`config.mk`:
```
export PLATFORM = sky130hd
export DESIGN_NAME = managementRegisters
export DESIGN_NICKNAME = d
export VERILOG_FILES = /design/src/sramPkg.sv /design/src/managementRegisters.sv
export SDC_FILE = /design/constraint.sdc
export NUM_CORES = 1
export LEC_CHECK = 0
export ABC_AREA = 0
export BUFFER_PORTS_ARGS = -buffer_cell sky130_fd_sc_hd__buf_2
export CAP_MARGIN = 30
export CORE_UTILIZATION = 60
export CTS_CLUSTER_SIZE = 12
export DETAILED_ROUTE_END_ITERATION = 6
export GPL_TIMING_DRIVEN = 0
export HOLD_SLACK_MARGIN = 0.15
export PLACE_DENSITY = 0.82
export SLEW_MARGIN = 30
export SYNTH_ARGS = -nofsm -noshare
export SYNTH_HDL_FRONTEND = slang
export SYNTH_SLANG_ARGS = --single-unit
```
`constraint.sdc`:
```
create_clock -name wb_clk_i -period 5.44 [get_ports wb_clk_i]
set_input_delay 0.272 -clock wb_clk_i [delete_from_list [all_inputs] [get_ports wb_clk_i]]
set_output_delay 0.272 -clock wb_clk_i [all_outputs]
set_load 0.1 [all_outputs]
```
`src/sramPkg.sv`:
```
`default_nettype none

package sramPkg;

	// Local SRAM decode, flag clear selects the memory
	typedef struct packed {
		logic regionFlag;
		logic [22:0] byteAddr;
	} localView_s;

	// Management decode on the top nibble
	typedef struct packed {
		logic [3:0] region;
		logic [19:0] byteOffset;
	} mgmtView_s;

	typedef union packed {
		localView_s localView;
		mgmtView_s mgmtView;
	} busAddr_u;

	typedef struct packed {
		logic writeEnable;
		logic readEnable;
		logic [3:0] byteSelect;
		logic [20:0] address; // Word address inside the target
		logic [31:0] writeData;
	} targetReq_s;

	typedef struct packed {
		logic [31:0] readData;
		logic busy;
	} targetResp_s;

	localparam logic [3:0] MgmtRegion = 4'h8;

	localparam logic [7:0] MgmtIdOffset = 8'd0;
	localparam logic [7:0] MgmtCountOffset = 8'd1;
	localparam logic [7:0] MgmtScratch0Offset = 8'd2;
	localparam logic [7:0] MgmtScratch1Offset = 8'd3;

	// Replace the selected bytes of a word
	function automatic logic [31:0] mergeBytes(
		input logic [31:0] oldWord,
		input logic [31:0] newWord,
		input logic [3:0] byteSel
	);
		logic [31:0] merged;
		merged = oldWord;
		for (int i = 0; i < 4; i++) begin
			if (byteSel[i]) begin
				merged[i*8 +: 8] = newWord[i*8 +: 8];
			end
		end
		return merged;
	endfunction

endpackage

`default_nettype wire

```
`src/managementRegisters.sv`:
```
`default_nettype none

module managementRegisters import sramPkg::*; #(
	parameter logic [3:0] CoreId = 4'h5
) (
	input wire logic wb_clk_i,
	input wire logic wb_rst_i,
	input wire targetReq_s req_i,
	output targetResp_s resp_o
);

	logic [31:0] accessCount;
	logic [31:0] countNext;
	logic [31:0] scratch0;
	logic [31:0] scratch1;
	logic [7:0] regOffset;
	logic active;

	// Only two offset bits decode, the rest alias
	assign regOffset = {6'b0, req_i.address[1:0]};
	assign active = req_i.writeEnable || req_i.readEnable;
	assign countNext = accessCount + 32'd1;

	always_ff @(posedge wb_clk_i) begin
		if (wb_rst_i) begin
			accessCount <= '0;
			scratch0 <= '0;
			scratch1 <= '0;
		end else if (active) begin
			accessCount <= countNext; // One enable cycle per access
			if (req_i.writeEnable) begin
				case (regOffset)
					MgmtScratch0Offset: begin
						scratch0 <= mergeBytes(scratch0, req_i.writeData, req_i.byteSelect);
					end
					MgmtScratch1Offset: begin
						scratch1 <= mergeBytes(scratch1, req_i.writeData, req_i.byteSelect);
					end
					default: begin
						// ID and counter are read only
					end
				endcase
			end
		end
	end

	always_comb begin
		resp_o.busy = 1'b0;
		case (regOffset)
			MgmtIdOffset: resp_o.readData = {28'b0, CoreId};
			MgmtCountOffset: resp_o.readData = countNext; // Includes this read
			MgmtScratch0Offset: resp_o.readData = scratch0;
			MgmtScratch1Offset: resp_o.readData = scratch1;
			default: resp_o.readData = '0;
		endcase
	end

endmodule

`default_nettype wire

```
# After elaboration in Yosys (flattened, before gate mapping)
# Cells that the tools add are included.
dict set report totals {
  inputBits 61
  latch_bits 0
  out_inout_bits 33
  mem_bits_rw 0
  ff_bits 96
  word_cells 24
  mem_count 0
  mem_bits_ro 0
}
dict set report classes {
  bitwise 0
  div_mod_pow 0
  n_mul 0
  eq_ne 3
  n_addsub 1
  mux 1
  shifts 0
  order_cmp 0
  n_reduce_logical 10
}
# operator count
set ops {}
lappend ops {{case mux 32 bit (4 select lines)} 1}
lappend ops {{adder 32 x 1 -> 32 bit (second input constant)} 1}
lappend ops {{AND reduction 4 bit} 8}
lappend ops {{zero test 8 bit} 1}
lappend ops {{== test 2 bit (second input constant)} 2}
lappend ops {{== test 2 x 1 -> 1 bit (second input constant)} 1}
lappend ops {{logical OR 1 bit} 1}

# Depth between registers and ports, before layout
dict set report depth {
  word_depth 2
  ltp_mapped 7
  ltp_nobuf 5
}

# Least setup slack after synthesis
# Ideal clock, no wire load.
dict set report synth_timing {
  kind {reg-to-output}
  startpoint {register accessCount[0]}
  endpoint {output resp_o[25] (netlist bit)}
  arrival_ns 3.918
  path_stages_with_launch 6
  required_ns 5.168
  setup_slack_ns 1.250
  cell_sequence {dfxtp_1 ha_1 nand3_2 or4_1 buf_2 o311ai_1}
}
# element line_no
set synth_lines {}
lappend synth_lines {{start: declaration} managementRegisters.sv:12} ;# logic [31:0] accessCount;
lappend synth_lines {{start signal: assignment} managementRegisters.sv:30} ;# accessCount <= countNext;
lappend synth_lines {{end: declaration} managementRegisters.sv:9} ;# output targetResp_s resp_o

==> summary.txt <==
Timing
  – F_max: roughly 0.28 GHz
  – Slew Limit Fails: 0
  – Final setup fails: 0
  – Fin. Hold Viols: 0
  – Final Skew: ~9 ps
  – Tcrit/Tclk final: 0.648
  – Slew @ Worst Pin: 750 ps
  – RSZ-0062 raised after global routing: no
  – Final Critical Period: around 3500 ps
  – Fin Setup TNS: 0 ps
  – Worst hold margin: approximately 160 ps
  – Setup ws final: 1920 ps
  – Slew HR: 0.500

CTS
  – Clk buf depth: 2
  – Insertion delay to the later sink of the worst-skew pair: ~380 ps
  – Root Driver: clkbuf_8
  – H-tree depth: 3
  – Resized Gates After CTS: 0
  – CTS tree: done
  – Worst-path clk slew: ~100 ps
  – Clock sink total: 96
  – CTS buffer count: 9

GRT
  – Grt total ovfl: 0
  – Initial antenna violation count: 0
  – Largest net degree at the start of global routing: 19
  – Global-route wire length before repair: between 20,000 and 25,000 um
  – All-Layer GR Usage: 0.372
  – Vias in the first global route: roughly 5,000

Critical path
  – Crit-path max cell delay: 710 ps
  – Worst Path Max Fanout: 10
  – CP dominant cell by count: buf_2
  – FF-to-FF End: accessCount[21]
  – RR Startpoint: accessCount[2]
  – WP data arrival: 3250 ps
  – R2R depth: 6
  – Slowest CP cell: or4_1
  – Setup slack, reg-to-reg: ~3200 ps
  – Worst-path cell chain: ha_1 > nand3_2 > or4_1 > buf_2 > or3_1 > nand3_1 > buf_2
  – Crit path capture type: primary output
  – CP Launch Type: flop
  – Kind of critical path: flop to primary output
  – CP required: ~5200 ps

Synth
  – #FFs+latches synth: 96
  – Yosys Warn Count: 0
  – Fraction of registers with async set/reset: 0
  – Syn_nets: around 710
  – Prevailing post-synth register cell: dfxtp_1
  – Post-synthesis cell count: 647
  – Post-synth EDFFs: 0
  – Cell variety after synth: 47
  – Post-synthesis average cell area: around 7.7 um2
  – Sequential area share after synthesis: 0.386
  – Cell Area, Synth: roughly 0.005 mm2

Place
  – RePlAce Congestion: slightly above 0.9
  – Post-Place Setup Slack: ~2400 ps
  – DP Cell Count: between 800 and 900
  – Post-DP HPWL: around 11,000 um
  – Port bufs: 70
  – Post-DP Area: 0.00546 mm2

Cells and area
  – Most common cell after layout, fill and taps aside: nand2_1
  – Final Util: 0.755
  – Antenna cells: 0
  – Layout area overhead: 19.6%
  – Non-filler instance count after layout: roughly 870
  – Finished Cell Area: ~0.0060 mm2
  – Nets: around 820
  – Layout cells sized above 1: 0.147
  – Most frequent cells in the layout: nand2_1 (154), dfxtp_1 (96), a21oi_1 (83)
  – Filler Cells Inserted: about 640

Power
  – Int Power: approximately 940 uW
  – Net Switching: around 410 uW
  – Pleak: 2.13 nW
  – Power Total: ~1.4 mW
  – Pwr Density: approximately 230 mW/mm2
  – Reg power frac: 0.531
  – Clock share of power: 0.338
  – Sw Ratio: 0.305
  – VDD IR max: about 0.15 mV
  – Comb power frac: 0.131

Routing
  – Antenna-violating nets left: 0
  – Initial DRC Count: about 500
  – Drt pass-1 iters: 7
  – Residual DRC count: 2
  – WL/cell: 18.1 um
  – Vias per cell: 6.29
  – Via count: around 5,500
  – Post-Route WL: 15,700 um

Floorplanning
  – DIE HEIGHT: 93.1 um
  – Initial Util: 0.631
  – Die Span X: roughly 93 um
  – # rows: 32
  – Placeable Area: 0.00789 mm2
  – Die area: between 0.008 and 0.009 mm2
  – I/O pin cnt: 94

Run
  – Max_cap viols: 0

Worst hold path
  – Hold Crit Depth: 3
  – Hold worst-path end: scratch0[2]
  – Hold path start: req_i[2]
  – Worst Hold Class: primary input to flop

Run status
  – Violated checks: DRC
  – Run status: complete, but fails checks
==> worst max-delay path by stage <==
stage,from,end,cells past startpoint
after global placement,accessCount[0],resp_o[21],7
final,accessCount[0],resp_o[21],7
after floorplan,accessCount[0],resp_o[25],5
after CTS,accessCount[0],resp_o[25],6
after detailed placement,accessCount[0],resp_o[25],6
after global routing,accessCount[0],resp_o[21],7
==> cell usage after synthesis, drive strengths merged, types with 13 or more instances <==
| master | number | area (um2) |
|---|---|---|
| a21oi | 83 | 415 |
| buf | 18 | 98.9 |
| clkbuf | 28 | 105 |
| dfxtp | 96 | 1920 |
| mux2i | 26 | 260 |
| nand2 | 154 | 578 |
| nand3 | 17 | 95.1 |
| nand4 | 15 | 106 |
| nor2 | 42 | 158 |
| o211ai | 17 | 128 |
| o21ai | 15 | 75.1 |
| o22ai | 13 | 81.3 |
| or3 | 14 | 87.6 |
| or4 | 18 | 143 |
| xnor2 | 16 | 140 |
==> critical path: cells and delay by family, from the launching register on <==
kind,cells,cell delay [ps]
flip-flops,1,440
AND/OR/NAND/NOR,4,1450
adder cells (fa/ha/maj),1,300
buffers and inverters,2,690
==> layer usage <==
layer,vias to the layer above,routed length (um),GRT usage
li1,2528,-,-
met1,2516,6220,0.483
met2,352,7310,0.593
met3,54,1660,0.0748
met4,0,527,0.176
met5,-,0,0
==> state kept, by name, summed over array words and instances (netlist names) <==
name and count:
scratch0 32, accessCount 32, scratch1 32
==> final cells by class <==
cell class              instances  area (um2)  share of cell area
plain buffers                  46         204              0.0343
clock buffers                   9         124              0.0208
clock inverters                 7        62.6              0.0105
inverters                       1        3.75            0.000631
multi-input cells             504        2850               0.478
flip-flops and latches         96        1920               0.323
well taps                     102         128              0.0214
repair buffers                101         661               0.111
==> power groups by stage <==
stage	clock network [mW]	registers, mW	logic (mW)
2_1_floorplan	0	0.736	0.105
3_3_place_gp	0	0.737	0.152
3_5_place_dp	0	0.738	0.155
4_1_cts	0.458	0.721	0.172
5_1_grt	0.491	0.724	0.187
6_report	0.460	0.722	0.177
==> timing repair <==
action	in CTS	in global routing
setup buffers	0	0
endpoints found under the hold margin	56	0
hold buffers	31	0
==> cells by family after synthesis <==
logic type	synth area share
simple gates	0.277
compound gates	0.180
flops	0.386
buf+inv	0.0417
mux	0.0659
xor+xnor	0.0457
fa+ha+maj	0.00251
other cells	0.000753
Note: power is estimated with default switching activity, not from simulation.
