**src/sramPkg.sv**
```systemverilog
`default_nettype none

package sramPkg;

	// Local SRAM decode, flag clear selects the memory
	typedef struct packed {
		logic regionFlag;
		logic [22:0] byteAddr;
	} localView_s;

	// Management decode on the top nibble
	typedef struct packed {
		logic [3:0] region;
		logic [19:0] byteOffset;
	} mgmtView_s;

	typedef union packed {
		localView_s localView;
		mgmtView_s mgmtView;
	} busAddr_u;

	typedef struct packed {
		logic writeEnable;
		logic readEnable;
		logic [3:0] byteSelect;
		logic [20:0] address; // Word address inside the target
		logic [31:0] writeData;
	} targetReq_s;

	typedef struct packed {
		logic [31:0] readData;
		logic busy;
	} targetResp_s;

	localparam logic [3:0] MgmtRegion = 4'h8;

	localparam logic [7:0] MgmtIdOffset = 8'd0;
	localparam logic [7:0] MgmtCountOffset = 8'd1;
	localparam logic [7:0] MgmtScratch0Offset = 8'd2;
	localparam logic [7:0] MgmtScratch1Offset = 8'd3;

	// Replace the selected bytes of a word
	function automatic logic [31:0] mergeBytes(
		input logic [31:0] oldWord,
		input logic [31:0] newWord,
		input logic [3:0] byteSel
	);
		logic [31:0] merged;
		merged = oldWord;
		for (int i = 0; i < 4; i++) begin
			if (byteSel[i]) begin
				merged[i*8 +: 8] = newWord[i*8 +: 8];
			end
		end
		return merged;
	endfunction

endpackage

`default_nettype wire

```
**src/wbSramControl.sv**
```systemverilog
`default_nettype none

module wbSramControl import sramPkg::*; (
	input wire logic wb_clk_i,
	input wire logic wb_rst_i,
	input wire logic wb_cyc_i,
	input wire logic wb_stb_i,
	input wire logic wb_we_i,
	input wire logic [3:0] wb_sel_i,
	input wire logic [23:0] wb_adr_i,
	input wire logic [31:0] wb_dat_i,
	output logic wb_ack_o,
	output logic wb_stall_o,
	output logic wb_err_o,
	output logic [31:0] wb_dat_o,
	output targetReq_s memReq_o,
	output targetReq_s mgmtReq_o,
	input wire targetResp_s memResp_i,
	input wire targetResp_s mgmtResp_i
);

	typedef enum logic [1:0] {
		StIdle,
		StAccess,
		StError,
		StFinish
	} state_e;

	state_e state;
	busAddr_u reqAddr;
	busAddr_u curAddr;
	logic curWe;
	logic [3:0] curSel;
	logic [31:0] curData;
	logic selMem;
	logic selMgmt;
	logic hitMem;
	logic hitMgmt;
	logic capture;
	logic inAccess;
	logic targetBusy;
	logic [31:0] targetData;
	logic ack;
	logic err;
	logic [31:0] readData;

	assign reqAddr = wb_adr_i;
	assign hitMem = !reqAddr.localView.regionFlag;
	assign hitMgmt = reqAddr.mgmtView.region == MgmtRegion;
	assign capture = (state == StIdle) && wb_cyc_i && wb_stb_i;
	assign inAccess = state == StAccess;

	assign targetBusy = selMem ? memResp_i.busy : mgmtResp_i.busy;
	assign targetData = selMem ? memResp_i.readData : mgmtResp_i.readData;

	always_ff @(posedge wb_clk_i) begin
		if (wb_rst_i) begin
			state <= StIdle;
			ack <= 1'b0;
			err <= 1'b0;
			readData <= '0;
		end else begin
			ack <= 1'b0;
			err <= 1'b0;
			readData <= '0; // Data only valid with ack
			case (state)
				StIdle: begin
					if (capture) begin
						if (hitMem || hitMgmt) begin
							state <= StAccess;
						end else begin
							state <= StError;
							err <= 1'b1; // Neither target
						end
					end
				end
				StAccess: begin
					if (!targetBusy) begin
						state <= StFinish;
						ack <= 1'b1;
						if (!curWe) begin
							readData <= targetData;
						end
					end
				end
				StError: state <= StFinish;
				StFinish: state <= StIdle;
			endcase
		end
	end

	// Request held for the whole access
	always_ff @(posedge wb_clk_i) begin
		if (capture) begin
			curAddr <= reqAddr;
			curWe <= wb_we_i;
			curSel <= wb_sel_i;
			curData <= wb_dat_i;
			selMem <= hitMem;
			selMgmt <= hitMgmt;
		end
	end

	always_comb begin
		memReq_o.writeEnable = inAccess && selMem && curWe;
		memReq_o.readEnable = inAccess && selMem && !curWe;
		memReq_o.byteSelect = curSel;
		memReq_o.address = curAddr.localView.byteAddr[22:2];
		memReq_o.writeData = curData;

		mgmtReq_o.writeEnable = inAccess && selMgmt && curWe;
		mgmtReq_o.readEnable = inAccess && selMgmt && !curWe;
		mgmtReq_o.byteSelect = curSel;
		mgmtReq_o.address = 21'(curAddr.mgmtView.byteOffset[19:2]);
		mgmtReq_o.writeData = curData;
	end

	assign wb_ack_o = ack;
	assign wb_err_o = err;
	assign wb_stall_o = state != StIdle; // Includes the finish cycle
	assign wb_dat_o = readData;

endmodule

`default_nettype wire

```
**config.mk**
```make
export PLATFORM = sky130hd
export DESIGN_NAME = wbSramControl
export DESIGN_NICKNAME = d
export VERILOG_FILES = /design/src/sramPkg.sv /design/src/wbSramControl.sv
export SDC_FILE = /design/constraint.sdc
export NUM_CORES = 1
export LEC_CHECK = 0
export ABC_AREA = 1
export ABC_CLOCK_PERIOD_IN_PS = 6700
export BUFFER_PORTS_ARGS = -buffer_cell sky130_fd_sc_hd__buf_2
export CORE_ASPECT_RATIO = 0.7
export CORE_MARGIN = 10
export CORE_UTILIZATION = 35
export DETAILED_ROUTE_END_ITERATION = 6
export HOLD_SLACK_MARGIN = 0.12
export PLACE_DENSITY = 0.68
export SLEW_MARGIN = 15
export SYNTH_ARGS = -nofsm -noshare
export SYNTH_HDL_FRONTEND = slang
export SYNTH_SLANG_ARGS = --single-unit
```
**constraint.sdc**
```tcl
create_clock -name wb_clk_i -period 6.7 [get_ports wb_clk_i]
set_input_delay 0.67 -clock wb_clk_i [delete_from_list [all_inputs] [get_ports wb_clk_i]]
set_output_delay 0.67 -clock wb_clk_i [all_outputs]
set_load 0.02 [all_outputs]
```
Yosys cells after proc, flatten, opt, wreduce, memory -nomap -nowiden
Index checks and enable logic that the tools add are counted.

storage, ports and cells
  input port bits = 131
  word-level logic and storage cells = 44
  output and inout bits = 153
  register bits after elaboration = 98

cells by class
  eq/ne operators = 6
  bitwise logic cells = 3
  reduce and logical (&&, ||, !) cells = 17
  muxes and demuxes = 8

operator list
  kind                                                             count
  32-bit two-way mux                                               1
  1-bit logical AND                                                8
  2-bit case mux with 4 select lines                               1
  2-bit two-way mux                                                3
  2-bit == test, second input constant                             2
  4-bit == test, second input constant                             1
  2-bit != test, second input constant                             2
  4-bit OR reduction                                               1
  1-bit two-way mux                                                3
  1-bit NOT                                                        3
  3-bit OR reduction                                               1
  2-bit by 1-bit == test with 1-bit output, second input constant  1
  1-bit zero test                                                  2
  2-bit zero test                                                  1
  2-bit AND reduction                                              1
  2-bit nonzero test                                               1
  2-bit OR reduction                                               1
  1-bit logical OR                                                 1

Depth between registers and ports, before layout
  word-level depth = 5
  gate-level depth with buffers = 8
  mapped depth without buffers = 7

Worst setup path after synthesis
No wires, ideal clock.

  kind = input to register
  start point = input wb_stb_i
  end point = register state[0]
  data arrival time = 2.373 ns
  slack = 4.210 ns
  required time = 6.583 ns
  stages = 5
  cells stage by stage = nand3_1 -> inv_1 -> o21ai_0 -> nand2_1 -> a21oi_1

between the ends
  word-level cells in the longest chain between the ends = 3

ends and longest elaborated chain
  element                               RTL line             text
  start, declared                       wbSramControl.sv:7   input wire logic wb_stb_i,
  1-bit logical AND                     wbSramControl.sv:50  assign capture = (state == StIdle) && wb_cyc_i && wb_stb_i;
  named net capture                     wbSramControl.sv:39  logic capture;
  2-bit != test (no source line)        --
  2-bit AND reduction (no source line)  --
  end signal, assigned                  wbSramControl.sv:58  state <= StIdle;
  end signal, assigned                  wbSramControl.sv:70  state <= StAccess;
  end signal, assigned                  wbSramControl.sv:72  state <= StError;
  end, declared                         wbSramControl.sv:29  state_e state;

The timed path passes the listed nets, and every way through them passes these cells.
A chain may end at the register's enable or synchronous reset.

==> metrics.cfg <==
[run_status]
status=complete, no violations

[timing]
slew_headroom=0.365
finalSetupViolCount=0
setup_ws_ns=4.18
slew_viol_final=0
tns_ns=0
hold_viol_final=0
worst_slew_pin_slew_ns=0.949
fin_crit_sh=0.376
fin_hold_ws_ns=0.483
skew_ns=0.00318
rsz0062_at_grt=false
fmax_mhz=397
min_period_ns=2.52

[grt]
grt_max_degree=57
met2_usage=0.257
use_met3=0.0582
grt_pass1_wl_um=16700
track_usage=0.137
overflow=0
grt_pass1_vias=3096
grt-busiest-layer=met2
grt_antenna_before_repair=0
grtUsageMet1=0.135

[clock_tree]
clock-sinks=96
ctsResizeCount=0
numCtsBuffers=9
clockRootBuffer=clkbuf_16
cts_tree=yes
clk_path_buf_depth=2
path_clk_slew_ns=0.06
post-cts-setup-buffer-count=0
ctsHoldBuffers=0
h-tree-depth=3
clkLatencyLatePin_ns=0.33

[worst_setup_path]
cpPeakStageDelay_ns=0.35
worstPathRequired_ns=6.03
path_max_fanout=35
crit_path_end_kind=primary output
cp_cell_sequence=buf_4 -> inv_2 -> nor3_1 -> buf_2
cp.arrival_ns=1.85
worst-setup-path-type=register to primary output
cp_slowest_cell=inv_2
start_kind=register

[power]
finalPower_mw=1.58
power_density_nw_per_um2=308
vdd.ir_drop.worst_uv=134
leakagePower_nw=2.46

[floorplanning]
rows=31
die_area_um2=15300
initial_core_util=0.361
die_x_um=144
dieHeight_um=107
core_um2=10400
io_pins=284

[drt]
drc=0
ant_nets=0
avgRoutedWirePerCell_um=17.0
first_pass_iters=4
routed_wl_um=11300
via_per_inst=4.22
dr.first_iter.drc_count=104
num_vias=2800

[finish]
final_area_um2=5130
fin_util=0.494
area_growth_syn_to_layout_pct=36.6
final_cells=664
nNetsFinal=662
layout-drive-gt1-share=0.622
n_antenna_cell=0

[yosys]
ys_seq_area_frac=0.672
postSynthAreaPerCell_um2=12.4
syn_area_um2=3750
ys_ff_latch=96
yosys_warnings=0
syn_inst=302
netlist-cell-type-count=20

[placed_design]
pre_cts_slack_ns=4.33
globalplace.congestion=0.800
dp_hpwl_um=9280
placed_area_um2=4840
portBuffers=278
place_inst=649

[hold_path]
hold_path_class=register to register

[job]
maxCapViolCount=0

[cell type report]
class | instances | area [um^2]
well taps | 132 | 165
fillers | 959 | 5270
multi-input cells | 130 | 707
repair buffers | 280 | 1410
flip-flops and latches | 96 | 2520
clock buffers | 10 | 229
clock inverters | 5 | 58.8
inverters | 11 | 41.3
[worst paths after layout]
check                              from                       to  slack [ns]  cells after the start
hold / removal    state[1]$_SDFFE_PP0P_    state[1]$_SDFFE_PP0P_        0.48                      2
setup reg to reg       selMem$_DFFE_PP_  wb_dat_o[27]$_SDFF_PP0_        4.36                      7
hold reg to reg   state[1]$_SDFFE_PP0P_    state[1]$_SDFFE_PP0P_        0.48                      2
setup / recovery       selMem$_DFFE_PP_             memReq_o[58]        4.18                      4
[worst max-delay path, delay by kind of cell (launching register included)]
family / cells / cell delay [ns]
simple gates: 1 / 0.28
flops: 1 / 0.32
buf+inv: 3 / 0.90
[cell families after synthesis]
logic type / share of synthesized area
AO/OA/AOI/OAI: 0.0793
AND/OR/NAND/NOR: 0.0960
other: 0.000999
adder cells (fa/ha/maj): 0.0100
buffers and inverters: 0.142
flip-flops: 0.672
[layout by cell type (no fill, tap or decap), drive strengths merged]
master and n:
or2 1, bufinv 1, clkbuf 10, nor2 2, ha 3, o21ai 1
inv 11, nand3 3, nor3 5, a21oi 36, clkinv 2, dfxtp 36
clkinvlp 2, edfxtp 60, conb 3, buf 280, nand2 75, nor4 1
[Yosys cell counts]
| library cell | instances | area [um^2] |
|---|---|---|
| a21oi_1 | 6 | 30.0 |
| a21oi_2 | 30 | 263 |
| buf_4 | 58 | 435 |
| buf_6 | 3 | 33.8 |
| clkbuf_1 | 6 | 22.5 |
| conb_1 | 1 | 3.75 |
| dfxtp_1 | 36 | 721 |
| edfxtp_1 | 60 | 1800 |
| ha_1 | 3 | 37.5 |
| inv_1 | 10 | 37.5 |
| inv_2 | 1 | 3.75 |
| nand2_1 | 72 | 270 |
| nand2_2 | 3 | 18.8 |
| nand3_1 | 3 | 15.0 |
| nor2_1 | 2 | 7.51 |
| nor3_1 | 4 | 20.0 |
| nor3_4 | 1 | 16.3 |
| nor4_1 | 1 | 6.26 |
| o21ai_0 | 1 | 5.00 |
| or2_2 | 1 | 6.26 |
[where the power goes]
group          internal, mW  switching (mW)  total (mW)
logic                 0.114           0.252       0.366
registers             0.696          0.0224       0.719
clock network         0.287           0.208       0.496
total                  1.10           0.483        1.58
[state kept, by name (all words and copies together) (netlist names), 2 cells and up]
register / flops
wb_dat_o: 32
curSel: 4
curAddr: 21
state: 2
curData: 32
[routing by layer]
| layer | wire (um) | vias to the layer above |
|---|---|---|
| li1 | - | 1391 |
| met1 | 4150 | 1264 |
| met2 | 5940 | 133 |
| met3 | 1080 | 12 |
| met4 | 125 | 0 |
| met5 | 0 | - |
Power figures use the tool's default switching activity.
